File: config.mk
export PLATFORM = sky130hd
export DESIGN_NAME = branch_predictor_top
export DESIGN_NICKNAME = d
export VERILOG_FILES = /design/src/bp_pkg.sv /design/src/btb.sv /design/src/gshare_pht.sv /design/src/fetch_pc_gen.sv /design/src/predict_queue.sv /design/src/branch_resolve.sv /design/src/branch_predictor_top.sv
export SDC_FILE = /design/constraint.sdc
export NUM_CORES = 2
export LEC_CHECK = 0
export BUFFER_PORTS_ARGS = -buffer_cell sky130_fd_sc_hd__buf_2
export CORE_ASPECT_RATIO = 0.8
export CORE_MARGIN = 4
export CORE_UTILIZATION = 57
export CTS_BUF_LIST = sky130_fd_sc_hd__clkbuf_16
export DETAILED_ROUTE_END_ITERATION = 8
export HOLD_SLACK_MARGIN = 0.05
export PLACE_DENSITY = 0.79
export SLEW_MARGIN = 10
export SYNTH_ARGS = -nofsm -noshare
export SYNTH_HDL_FRONTEND = slang
export SYNTH_SLANG_ARGS = --single-unit
File: constraint.sdc
create_clock -name clk -period 11.35 [get_ports clk]
set_clock_uncertainty 0.05 [all_clocks]
set_input_delay 0.5675 -clock clk [delete_from_list [all_inputs] [get_ports clk]]
set_output_delay 0.5675 -clock clk [all_outputs]
set_load 0.02 [all_outputs]
File: src/bp_pkg.sv
// branch predictor shared definitions
package bp_pkg;

    // RISC-V major opcodes seen at resolve time
    typedef enum logic [6:0] {
        OP_BRANCH = 7'b1100011,
        OP_JAL    = 7'b1101111,
        OP_JALR   = 7'b1100111,
        OP_OTHER  = 7'b0010011
    } op_e;

    // what a BTB entry was trained by
    typedef enum logic {
        KIND_BRANCH = 1'b0,
        KIND_JUMP   = 1'b1
    } btb_kind_e;

    // default table sizes, all powers of two
    localparam int DEF_BTB_ENTRIES = 32;
    localparam int DEF_GHR_BITS    = 5;
    localparam int DEF_QUEUE_DEPTH = 4;

    // counter value after reset, weakly not taken
    localparam logic [1:0] PHT_INIT = 2'b01;

endpackage

File: src/btb.sv
// branch target buffer
`timescale 1ns/10ps

module btb #(
    parameter int NUM_BTB_ENTRIES = bp_pkg::DEF_BTB_ENTRIES
) (
    input  logic              clk,
    input  logic              reset_i,
    input  logic [31:0]       rd_pc_i,
    output logic              hit_o,
    output bp_pkg::btb_kind_e kind_o,
    output logic [31:0]       target_o,
    input  logic              we_i,
    input  logic [31:0]       wr_pc_i,
    input  logic [31:0]       wr_target_i,
    input  bp_pkg::btb_kind_e wr_kind_i
);
    import bp_pkg::*;

    localparam int IDX_BITS = $clog2(NUM_BTB_ENTRIES);

    logic [31:0]                tag_mem    [NUM_BTB_ENTRIES];
    logic [31:0]                target_mem [NUM_BTB_ENTRIES];
    btb_kind_e                  kind_mem   [NUM_BTB_ENTRIES];
    logic [NUM_BTB_ENTRIES-1:0] valid_q;

    logic [IDX_BITS-1:0] rd_idx;
    logic [IDX_BITS-1:0] wr_idx;

    // index starts above the byte offset
    assign rd_idx = rd_pc_i[IDX_BITS+1:2];
    assign wr_idx = wr_pc_i[IDX_BITS+1:2];

    // full PC kept as tag so aliasing never gives a false hit
    assign hit_o    = valid_q[rd_idx] && (tag_mem[rd_idx] == rd_pc_i);
    assign kind_o   = kind_mem[rd_idx];
    assign target_o = target_mem[rd_idx];

    always_ff @(posedge clk) begin
        if (reset_i) begin
            valid_q <= '0;
        end else if (we_i) begin
            valid_q[wr_idx] <= 1'b1;
        end
    end

    always_ff @(posedge clk) begin
        if (we_i) begin
            tag_mem[wr_idx]    <= wr_pc_i;
            target_mem[wr_idx] <= wr_target_i;
            kind_mem[wr_idx]   <= wr_kind_i;
        end
    end

endmodule

File: src/gshare_pht.sv
// gshare pattern history table
`timescale 1ns/10ps

module gshare_pht #(
    parameter int NUM_GHR_BITS = bp_pkg::DEF_GHR_BITS
) (
    input  logic                    clk,
    input  logic                    reset_i,
    input  logic [31:0]             rd_pc_i,
    output logic [NUM_GHR_BITS-1:0] rd_index_o,
    output logic                    taken_o,
    input  logic                    we_i,
    input  logic [NUM_GHR_BITS-1:0] wr_index_i,
    input  logic                    increment_i,
    input  logic                    shift_i
);
    import bp_pkg::*;

    localparam int PHT_SIZE = 1 << NUM_GHR_BITS;

    logic [1:0]              pht_q [PHT_SIZE];
    logic [NUM_GHR_BITS-1:0] ghr_q;
    logic [1:0]              wr_count;

    // word address bits folded with global history
    assign rd_index_o = rd_pc_i[NUM_GHR_BITS+1:2] ^ ghr_q;
    assign taken_o    = pht_q[rd_index_o][1];
    assign wr_count   = pht_q[wr_index_i];

    always_ff @(posedge clk) begin
        if (reset_i) begin
            for (int i = 0; i < PHT_SIZE; i++) begin
                pht_q[i] <= PHT_INIT;
            end
        end else if (we_i) begin
            // saturate at 0 and 3
            if (increment_i && (wr_count != 2'b11)) begin
                pht_q[wr_index_i] <= wr_count + 2'd1;
            end else if (!increment_i && (wr_count != 2'b00)) begin
                pht_q[wr_index_i] <= wr_count - 2'd1;
            end
        end
    end

    // history only records taken branches
    always_ff @(posedge clk) begin
        if (reset_i) begin
            ghr_q <= '0;
        end else if (shift_i) begin
            ghr_q <= {ghr_q[NUM_GHR_BITS-2:0], 1'b1};
        end
    end

endmodule

File: src/fetch_pc_gen.sv
// fetch program counter
`timescale 1ns/10ps

module fetch_pc_gen (
    input  logic              clk,
    input  logic              reset_i,
    input  logic [31:0]       boot_pc_i,
    input  logic              full_i,
    input  logic              redirect_i,
    input  logic [31:0]       redirect_pc_i,
    input  logic              btb_hit_i,
    input  bp_pkg::btb_kind_e btb_kind_i,
    input  logic [31:0]       btb_target_i,
    input  logic              pht_taken_i,
    output logic [31:0]       pc_o,
    output logic              fetch_valid_o,
    output logic              pred_taken_o,
    output logic [31:0]       pred_target_o
);
    import bp_pkg::*;

    logic [31:0] pc_q;
    logic [31:0] pc_plus4;
    logic        run_q;

    assign pc_o     = pc_q;
    assign pc_plus4 = pc_q + 32'd4;

    // jumps always taken, branches follow the counter msb
    assign pred_taken_o  = btb_hit_i && ((btb_kind_i == KIND_JUMP) || pht_taken_i);
    assign pred_target_o = pred_taken_o ? btb_target_i : pc_plus4;

    // no fetch while the queue is full or a redirect is in flight
    assign fetch_valid_o = run_q && !full_i && !redirect_i;

    // fetch starts in the cycle after reset releases
    always_ff @(posedge clk) begin
        if (reset_i) begin
            run_q <= 1'b0;
        end else begin
            run_q <= 1'b1;
        end
    end

    always_ff @(posedge clk) begin
        if (reset_i) begin
            pc_q <= boot_pc_i;
        end else if (redirect_i) begin
            pc_q <= redirect_pc_i;
        end else if (fetch_valid_o) begin
            pc_q <= pred_target_o;
        end
    end

endmodule

File: src/predict_queue.sv
// in-flight prediction FIFO
`timescale 1ns/10ps

module predict_queue #(
    parameter int QUEUE_DEPTH  = bp_pkg::DEF_QUEUE_DEPTH,
    parameter int NUM_GHR_BITS = bp_pkg::DEF_GHR_BITS
) (
    input  logic                    clk,
    input  logic                    reset_i,
    input  logic                    push_i,
    input  logic [31:0]             push_pc_i,
    input  logic                    push_taken_i,
    input  logic [31:0]             push_target_i,
    input  logic [NUM_GHR_BITS-1:0] push_index_i,
    input  logic                    pop_i,
    input  logic                    flush_i,
    output logic                    full_o,
    output logic                    nonempty_o,
    output logic [31:0]             head_pc_o,
    output logic                    head_taken_o,
    output logic [31:0]             head_target_o,
    output logic [NUM_GHR_BITS-1:0] head_index_o
);
    localparam int PTR_BITS = $clog2(QUEUE_DEPTH);

    logic [31:0]             pc_mem     [QUEUE_DEPTH];
    logic                    taken_mem  [QUEUE_DEPTH];
    logic [31:0]             target_mem [QUEUE_DEPTH];
    logic [NUM_GHR_BITS-1:0] index_mem  [QUEUE_DEPTH];

    logic [PTR_BITS-1:0] wr_ptr_q;
    logic [PTR_BITS-1:0] rd_ptr_q;
    logic [PTR_BITS:0]   count_q;
    logic                do_push;
    logic                do_pop;

    assign full_o     = (count_q == (PTR_BITS+1)'(QUEUE_DEPTH));
    assign nonempty_o = (count_q != '0);
    assign do_push    = push_i && !full_o;
    assign do_pop     = pop_i && nonempty_o;

    assign head_pc_o     = pc_mem[rd_ptr_q];
    assign head_taken_o  = taken_mem[rd_ptr_q];
    assign head_target_o = target_mem[rd_ptr_q];
    assign head_index_o  = index_mem[rd_ptr_q];

    // pointers wrap naturally with a power of two depth
    always_ff @(posedge clk) begin
        if (reset_i || flush_i) begin
            wr_ptr_q <= '0;
            rd_ptr_q <= '0;
            count_q  <= '0;
        end else begin
            if (do_push) begin
                wr_ptr_q <= wr_ptr_q + 1'b1;
            end
            if (do_pop) begin
                rd_ptr_q <= rd_ptr_q + 1'b1;
            end
            count_q <= count_q + (PTR_BITS+1)'(do_push) - (PTR_BITS+1)'(do_pop);
        end
    end

    always_ff @(posedge clk) begin
        if (do_push) begin
            pc_mem[wr_ptr_q]     <= push_pc_i;
            taken_mem[wr_ptr_q]  <= push_taken_i;
            target_mem[wr_ptr_q] <= push_target_i;
            index_mem[wr_ptr_q]  <= push_index_i;
        end
    end

endmodule

File: src/branch_resolve.sv
// branch resolution and training
`timescale 1ns/10ps

module branch_resolve #(
    parameter int NUM_GHR_BITS = bp_pkg::DEF_GHR_BITS
) (
    input  logic                    clk,
    input  logic                    reset_i,
    input  logic                    ex_valid_i,
    input  bp_pkg::op_e             ex_op_i,
    input  logic                    ex_taken_i,
    input  logic [31:0]             ex_target_i,
    input  logic [31:0]             head_pc_i,
    input  logic                    head_taken_i,
    input  logic [31:0]             head_target_i,
    input  logic [NUM_GHR_BITS-1:0] head_index_i,
    output logic                    pop_o,
    output logic                    redirect_o,
    output logic [31:0]             redirect_pc_o,
    output logic                    btb_we_o,
    output logic [31:0]             btb_pc_o,
    output logic [31:0]             btb_target_o,
    output bp_pkg::btb_kind_e       btb_kind_o,
    output logic                    pht_we_o,
    output logic                    pht_increment_o,
    output logic [NUM_GHR_BITS-1:0] pht_index_o,
    output logic                    ghr_shift_o
);
    import bp_pkg::*;

    logic        is_branch;
    logic        is_jump;
    logic        resolve;
    logic        actual_taken;
    logic        mispredict;
    logic        redirect_q;
    logic [31:0] redirect_pc_q;

    assign is_branch = (ex_op_i == OP_BRANCH);
    assign is_jump   = (ex_op_i == OP_JAL) || (ex_op_i == OP_JALR);

    // an outcome arriving in the redirect cycle is wrong-path and ignored
    assign resolve      = ex_valid_i && !redirect_q;
    assign actual_taken = is_jump || (is_branch && ex_taken_i);
    assign mispredict   = resolve && ((actual_taken != head_taken_i) ||
                          (actual_taken && (ex_target_i != head_target_i)));

    assign pop_o         = resolve;
    assign redirect_o    = redirect_q;
    assign redirect_pc_o = redirect_pc_q;

    always_ff @(posedge clk) begin
        if (reset_i) begin
            redirect_q <= 1'b0;
        end else begin
            redirect_q <= mispredict;
        end
    end

    // not taken falls through to the next word
    always_ff @(posedge clk) begin
        if (mispredict) begin
            redirect_pc_q <= actual_taken ? ex_target_i : head_pc_i + 32'd4;
        end
    end

    // jumps and taken branches allocate
    assign btb_we_o     = resolve && actual_taken;
    assign btb_pc_o     = head_pc_i;
    assign btb_target_o = ex_target_i;
    assign btb_kind_o   = is_jump ? KIND_JUMP : KIND_BRANCH;

    // counter trained at the index used for the prediction
    assign pht_we_o        = resolve && is_branch;
    assign pht_increment_o = ex_taken_i;
    assign pht_index_o     = head_index_i;
    assign ghr_shift_o     = resolve && is_branch && ex_taken_i;

endmodule

File: src/branch_predictor_top.sv
// branch prediction subsystem
`timescale 1ns/10ps

module branch_predictor_top #(
    parameter int NUM_BTB_ENTRIES = bp_pkg::DEF_BTB_ENTRIES,
    parameter int NUM_GHR_BITS    = bp_pkg::DEF_GHR_BITS,
    parameter int QUEUE_DEPTH     = bp_pkg::DEF_QUEUE_DEPTH
) (
    input  logic        clk,
    input  logic        reset_i,
    input  logic [31:0] boot_pc_i,
    input  logic        ex_valid_i,
    input  bp_pkg::op_e ex_op_i,
    input  logic        ex_taken_i,
    input  logic [31:0] ex_target_i,
    output logic [31:0] fetch_pc_o,
    output logic        fetch_valid_o,
    output logic        pred_taken_o,
    output logic [31:0] pred_target_o,
    output logic        redirect_o,
    output logic [31:0] redirect_pc_o
);
    import bp_pkg::*;

    logic                    btb_hit;
    btb_kind_e               btb_kind;
    logic [31:0]             btb_target;
    logic                    pht_taken;
    logic [NUM_GHR_BITS-1:0] pht_rd_index;

    logic                    full;
    logic                    nonempty;
    logic [31:0]             head_pc;
    logic                    head_taken;
    logic [31:0]             head_target;
    logic [NUM_GHR_BITS-1:0] head_index;
    logic                    pop;

    logic                    btb_we;
    logic [31:0]             btb_wr_pc;
    logic [31:0]             btb_wr_target;
    btb_kind_e               btb_wr_kind;
    logic                    pht_we;
    logic                    pht_increment;
    logic [NUM_GHR_BITS-1:0] pht_wr_index;
    logic                    ghr_shift;

    fetch_pc_gen u_fetch (
        .clk           (clk),
        .reset_i       (reset_i),
        .boot_pc_i     (boot_pc_i),
        .full_i        (full),
        .redirect_i    (redirect_o),
        .redirect_pc_i (redirect_pc_o),
        .btb_hit_i     (btb_hit),
        .btb_kind_i    (btb_kind),
        .btb_target_i  (btb_target),
        .pht_taken_i   (pht_taken),
        .pc_o          (fetch_pc_o),
        .fetch_valid_o (fetch_valid_o),
        .pred_taken_o  (pred_taken_o),
        .pred_target_o (pred_target_o)
    );

    btb #(
        .NUM_BTB_ENTRIES (NUM_BTB_ENTRIES)
    ) u_btb (
        .clk         (clk),
        .reset_i     (reset_i),
        .rd_pc_i     (fetch_pc_o),
        .hit_o       (btb_hit),
        .kind_o      (btb_kind),
        .target_o    (btb_target),
        .we_i        (btb_we),
        .wr_pc_i     (btb_wr_pc),
        .wr_target_i (btb_wr_target),
        .wr_kind_i   (btb_wr_kind)
    );

    gshare_pht #(
        .NUM_GHR_BITS (NUM_GHR_BITS)
    ) u_pht (
        .clk         (clk),
        .reset_i     (reset_i),
        .rd_pc_i     (fetch_pc_o),
        .rd_index_o  (pht_rd_index),
        .taken_o     (pht_taken),
        .we_i        (pht_we),
        .wr_index_i  (pht_wr_index),
        .increment_i (pht_increment),
        .shift_i     (ghr_shift)
    );

    predict_queue #(
        .QUEUE_DEPTH  (QUEUE_DEPTH),
        .NUM_GHR_BITS (NUM_GHR_BITS)
    ) u_queue (
        .clk           (clk),
        .reset_i       (reset_i),
        .push_i        (fetch_valid_o),
        .push_pc_i     (fetch_pc_o),
        .push_taken_i  (pred_taken_o),
        .push_target_i (pred_target_o),
        .push_index_i  (pht_rd_index),
        .pop_i         (pop),
        .flush_i       (redirect_o),
        .full_o        (full),
        .nonempty_o    (nonempty),
        .head_pc_o     (head_pc),
        .head_taken_o  (head_taken),
        .head_target_o (head_target),
        .head_index_o  (head_index)
    );

    // outcomes only arrive while something is queued
    branch_resolve #(
        .NUM_GHR_BITS (NUM_GHR_BITS)
    ) u_resolve (
        .clk             (clk),
        .reset_i         (reset_i),
        .ex_valid_i      (ex_valid_i && nonempty),
        .ex_op_i         (ex_op_i),
        .ex_taken_i      (ex_taken_i),
        .ex_target_i     (ex_target_i),
        .head_pc_i       (head_pc),
        .head_taken_i    (head_taken),
        .head_target_i   (head_target),
        .head_index_i    (head_index),
        .pop_o           (pop),
        .redirect_o      (redirect_o),
        .redirect_pc_o   (redirect_pc_o),
        .btb_we_o        (btb_we),
        .btb_pc_o        (btb_wr_pc),
        .btb_target_o    (btb_wr_target),
        .btb_kind_o      (btb_wr_kind),
        .pht_we_o        (pht_we),
        .pht_increment_o (pht_increment),
        .pht_index_o     (pht_wr_index),
        .ghr_shift_o     (ghr_shift)
    );

endmodule

[Yosys cells after proc, flatten, opt, wreduce, memory -nomap -nowiden]
Memories as Yosys holds them, arrays and structs flattened. A register that Yosys moved wholly into a read port is not among the register bits.
Cells that the tools add are included.
Word-level totals
  register bits after elaboration: 110
  latch bits: 0
  RAM bits: 2424
  ROM bits: 0
  bits of input ports: 75
  output and inout port bits: 99
  logic and storage cells: 109
  memories: 8
Memory list
  u_btb.tag_mem: words 32, width 32, read ports 1, clocked after memory_dff 1, write ports 1, RTL line btb.sv:22  | logic [31:0] tag_mem [NUM_BTB_ENTRIES];
  u_btb.target_mem: words 32, width 32, read ports 1, clocked after memory_dff 1, write ports 1, RTL line btb.sv:23  | logic [31:0] target_mem [NUM_BTB_ENTRIES];
  u_queue.pc_mem: words 4, width 32, read ports 1, clocked after memory_dff 1, write ports 1, RTL line predict_queue.sv:26  | logic [31:0] pc_mem [QUEUE_DEPTH];
  u_queue.target_mem: words 4, width 32, read ports 1, clocked after memory_dff 1, write ports 1, RTL line predict_queue.sv:28  | logic [31:0] target_mem [QUEUE_DEPTH];
  u_pht.pht_q: words 32, width 2, read ports 2, clocked after memory_dff 0, write ports 32, RTL line gshare_pht.sv:21  | logic [1:0] pht_q [PHT_SIZE];
  u_btb.kind_mem: words 32, width 1, read ports 1, clocked after memory_dff 1, write ports 1, RTL line btb.sv:24  | btb_kind_e kind_mem [NUM_BTB_ENTRIES];
  2 more memories
Cells by class
  add/subtract/negate cells: 8
  $mul: 0
  div/mod/pow operators: 0
  $lt $le $gt $ge: 3
  eq/ne operators: 8
  shift-type cells: 0
  multiplexer cells: 41
  bitwise gates (word level): 3
  reduce and logical (&&, ||, !) cells: 29
Operators with widths (count)
  two-way mux 32 bit: 5
  adder 32 x 3 -> 32 bit, second input constant: 2
  equality test 32 bit: 1
  inequality test 32 bit: 1
  OR 32 bit: 1
  equality test 7 bit, second input constant: 3
  two-way mux 1 bit: 20
  two-way mux 2 bit: 10
  two-way mux 5 bit: 4
  logical AND 1 bit: 17
  less-than comparator 5 x 6 -> 1 bit, second input constant: 2
  adder 2 x 1 -> 2 bit, second input constant: 3
  nonzero test 3 bit: 2
  binary-select mux 1 bit (select 5 bit): 1
  demux 1 bit (select 5 bit): 1
  >= comparator 5 x 1 -> 1 bit, second input constant: 1
  logical OR 1 bit: 5
  bitwise XOR 5 bit: 1
  adder 3 x 1 -> 3 bit: 1
  equality test 3 bit, second input constant: 1
  logical NOT 1 bit: 3
  subtractor 3 x 1 -> 3 bit: 1
  inequality test 2 bit, second input constant: 1
  nonzero test 2 bit: 1
  other kinds (4): 4

[Depth between registers and ports, before layout]
An unclocked memory read counts as a cell.
  depth after elaboration: 11
  mapped depth: 21
  depth with buffers taken out: 10

[By module]
From an unflattened synthesis, not the netlist that was laid out.
Second synthesis, totals
  cell total of the unflattened synthesis: 5005
  area total of the unflattened synthesis: 101248.4 um2
By module, submodules not included
  btb: instances 1, cells an instance 3564, area each 80775.0 um2, seq. area each 63100.5 um2
  predict_queue: instances 1, cells an instance 415, area each 10562.6 um2, seq. area each 8588.2 um2
  gshare_pht: instances 1, cells an instance 375, area each 4302.9 um2, seq. area each 2021.9 um2
  branch_resolve: instances 1, cells an instance 301, area each 2825.2 um2, seq. area each 980.9 um2
  fetch_pc_gen: instances 1, cells an instance 349, area each 2776.4 um2, seq. area each 980.9 um2
  branch_predictor_top: instances 1, cells an instance 1, area each 6.3 um2, seq. area each 0.0 um2

[Worst setup path before layout]
No wires, ideal clock.
  path kind: register -> register
  from: reg with a tool-made name
  to: mem u_btb.kind_mem[6] (netlist name), enable pin
  setup time: 0.490 ns
  arrival: 5.571 ns
  required time: 10.810 ns
  path slack: 5.239 ns
  cell stages (with the launch flop): 9
  buffers on the path: 3
  clock period less this slack: 6.111 ns
  cell sequence: dfxtp_1 > buf_2 > buf_1 > clkbuf_1 > mux4_2 > inv_1 > ha_1 > nand2_1 > nor2_1
RTL lines (RTL line)
  end: declaration: btb.sv:24

==> impl_metrics.toml <==
[floorplan]
die_h_um = 384.2
rows = 137
die_area_sq_um = 183800
io-pin-count = 174
die_x_um = 478.3
core_sq_um = 175200
initial_core_util = 0.5757

[sta]
finalMaxSlewViolations = 0
tightest_slew_ns = 1.330
tns_ns = 0
post-route-min-period_ns = 7.825
period_share = 0.6894
maxSlewHeadroom = 0.1104
clock.fmax_mhz = 127.8
setup_violations = 0
rsz0062_at_grt = "no"
whs_ns = 0.09235
hold_viol_final = 0

[run]
max-cap-violations = 0

[final_layout]
utilization = 0.6384
area_delta_synth_final_pct = 10.89
final_cell_area_sq_um = 111800
fin_nets = 5301
drive_gt1_frac = 0.2544

[critical_path]
r2r_slack_ns = 4.92
cp_data_required_time_ns = 10.73
r2r-end = "u_queue.target_mem[3][1]"
cp-start-kind = "register"
critPathCaptureType = "primary output"
cp_num_buf_inv = 4
worstPathCellList = "buf_12 -> buf_4 -> mux2i_1 -> a22oi_1 -> nor3b_1 -> a211oi_1 -> o32a_1 -> a31o_2 -> or4_1 -> or2_2 -> buf_4 -> a2111oi_2 -> nor2_1 -> buf_2"
max_stage_delay_ns = 0.90
crit_slowest_cell = "dfxtp_4"
cpMostUsedCell = "buf_4"
cp_top_family = "buffers and inverters"
cp_data_arrival_time_ns = 7.21
critPathMaxFanout = 108
crit_type = "reg2out"
reg2reg_depth = 12

[clocking]
cts_made_buffers = 221
cts_num_sinks = 2541
ctsRootBufferMaster = "clkbuf_16"
cts_tree = "yes"
cts_setup_buffers = 0
path_clk_slew_ns = 0.06
cts_max_level = 4
clk_path_buf_depth = 3
clkLatencyLatePin_ns = 0.88
cts_resized = 0

[routing]
first_pass_iters = 8
wl_met3_um = 47720
routedWlPerCell_um = 38.98
routed_via_density = 7.143
ant_nets = 0
drt-total-wl_um = 302700
highest_layer = "met4"
drc = 0
drtIter0Drc = 10393
vias = 55471
drt-met1-wl_um = 100300
met2WireLength_um = 134500

[power_and_ir_drop]
leakagePower_nw = 35.46
swShare = 0.3061
total_power_mw = 24.36
internal_power_mw = 16.90
p_clk_frac = 0.293
p_seq_frac = 0.470
combPwrFrac = 0.238
irDropWorstVdd_v = 0.0002594
p_switching_mw = 7.457
p_per_area_nw_per_um2 = 217.8

[grt]
track_usage = 0.3298
overflow = 0
grt_pass1_wl_um = 421400
grt_pass1_vias = 54158
antenna_found_initial = 11
grt_start_max_net_pins = 142

[placement]
dpl.hpwl_um = 170200
port_buffers = 173
gp_congestion = 0.9889
post_dp_cell_area_sq_um = 104900

[synth]
synth-seq-cells = 2541
synth.top_cell.area_share = 0.7408
yosysTopAreaCell = "edfxtp_1"
synthArstFlopShare = 0
yosys_warnings = 0
synthDistinctLibCells = 83
syn_area_sq_um = 100800
synth_seq_area_share = 0.7514
syn-num-nets = 4980
ys.flop_type = "edfxtp_1"
avgSynthCellArea_sq_um = 20.61
synth_edf_count = 2488
synthCells = 4893
yosys-top-cells-area = "edfxtp_1 74%, mux4_2 13%, mux2i_1 1.9%"

[hold_path]
min_path_type = "in2reg"
holdPathStages = 3
hp-start = "boot_pc_i[6]"
min_to = "u_fetch.pc_o[6]"

[run_status]
status = "finished clean"
state kept, by name, indices dropped and copies added, names as in the netlist, 32 cells and up, named ones only:
register,count
u_pht.pht_q,64
u_fetch.pc_o,32
u_queue.pc_mem,128
u_btb.kind_mem,32
u_btb.tag_mem,1024
u_btb.valid_q,32
u_resolve.redirect_pc_o,32
u_queue.target_mem,128
u_btb.target_mem,1024
layer usage:
metal | track usage | vias up
li1 | - | 20887
met1 | 0.4485 | 28236
met4 | 0.1766 | 0
met2 | 0.4814 | 5337
met5 | 0 | -
met3 | 0.1061 | 1011
tightest hold or removal path: cells and delay by family:
kind | cells | cell delay (ns)
AO/OA/AOI/OAI | 1 | 0.11
buffers and inverters | 1 | 0.08
AND/OR/NAND/NOR | 1 | 0.13
worst max-delay path by stage:
| stage | from | to | cells past startpoint |
|---|---|---|---|
| after global routing | register | pred_target_o[1] | 13 |
| after detailed placement | register | pred_target_o[4] | 13 |
| after floorplan | register | u_btb.kind_mem[6] | 8 |
| final | register | pred_target_o[14] | 14 |
| after global placement | register | pred_target_o[4] | 13 |
| after CTS | register | pred_target_o[4] | 13 |
layout make-up:
type / count / area [sq um]
clock inverter: 182 / 1077
tap: 2363 / 2957
sequential: 2541 / 75800
inverter: 31 / 123.9
clock buffer: 224 / 5605
fill: 11353 / 63350
antenna: 6 / 15.01
multi-input combinational: 2060 / 23850
timing repair buffer: 359 / 2402
repair_timing:
| item | in CTS | in global routing |
|---|---|---|
| hold endpoints to repair | 22 | 0 |
| hold buffers | 21 | 0 |
| endpoints found under the setup margin | 0 | 0 |
placed cells by master (no fill, tap or decap), drive strengths merged, types with 8 or more instances in the layout:
| cell | instances |
|---|---|
| edfxtp | 2488 |
| a21o | 18 |
| a2111oi | 16 |
| buf | 338 |
| and2 | 33 |
| a22oi | 55 |
| dfxtp | 53 |
| mux4 | 616 |
| nor3 | 13 |
| o31ai | 16 |
| nor4 | 15 |
| mux2i | 194 |
| or2 | 44 |
| clkinv | 106 |
| nand3b | 8 |
| a221oi | 16 |
| o22a | 8 |
| nor2 | 237 |
| a22o | 17 |
| dlygate4sd3 | 21 |
| nor2b | 19 |
| clkbuf | 224 |
| o221ai | 10 |
| and3 | 14 |
| nand4 | 32 |
| nand3 | 59 |
| mux2 | 26 |
| ha | 11 |
| o22ai | 20 |
| o21ai | 89 |
| xor2 | 50 |
| a211oi | 11 |
| clkinvlp | 11 |
| o21a | 14 |
| xnor2 | 81 |
| a21oi | 32 |
| nand2 | 188 |
| inv | 90 |
| nand2b | 13 |
logic make-up after synthesis:
logic type,share of synthesized area
flops,0.7514
buf+inv,0.01480
compound gates,0.02659
mux,0.1607
xor+xnor,0.01145
simple gates,0.03359
fa+ha+maj,0.001563
synth_stat cells, drive strengths merged (33+ instances only):
cell    instances
a22oi          55
and2           33
buf           137
clkbuf        123
dfxtp          53
edfxtp       2488
mux2i         194
mux4          616
nand2         188
nand3          59
nor2          237
o21ai          89
or2            44
xnor2          81
xor2           50
through the flow:
step | std cells | worst slack [ns]
final | 7766 | 3.525
after CTS | 7759 | 3.514
after floorplan | 4893 | 5.239
after global placement | 7332 | 4.645
after detailed placement | 7332 | 4.439
after global routing | 7760 | 3.334
power by group through the flow:
stage	logic (mW)	registers, mW	clock network, mW
4_1_cts	5.62	11.4	7.13
6_report	5.79	11.4	7.13
3_3_place_gp	5.45	11.6	0
2_1_floorplan	3.55	11.5	0
5_1_grt	5.98	11.4	7.56
3_5_place_dp	5.56	11.6	0
Power figures use the tool's default switching activity.
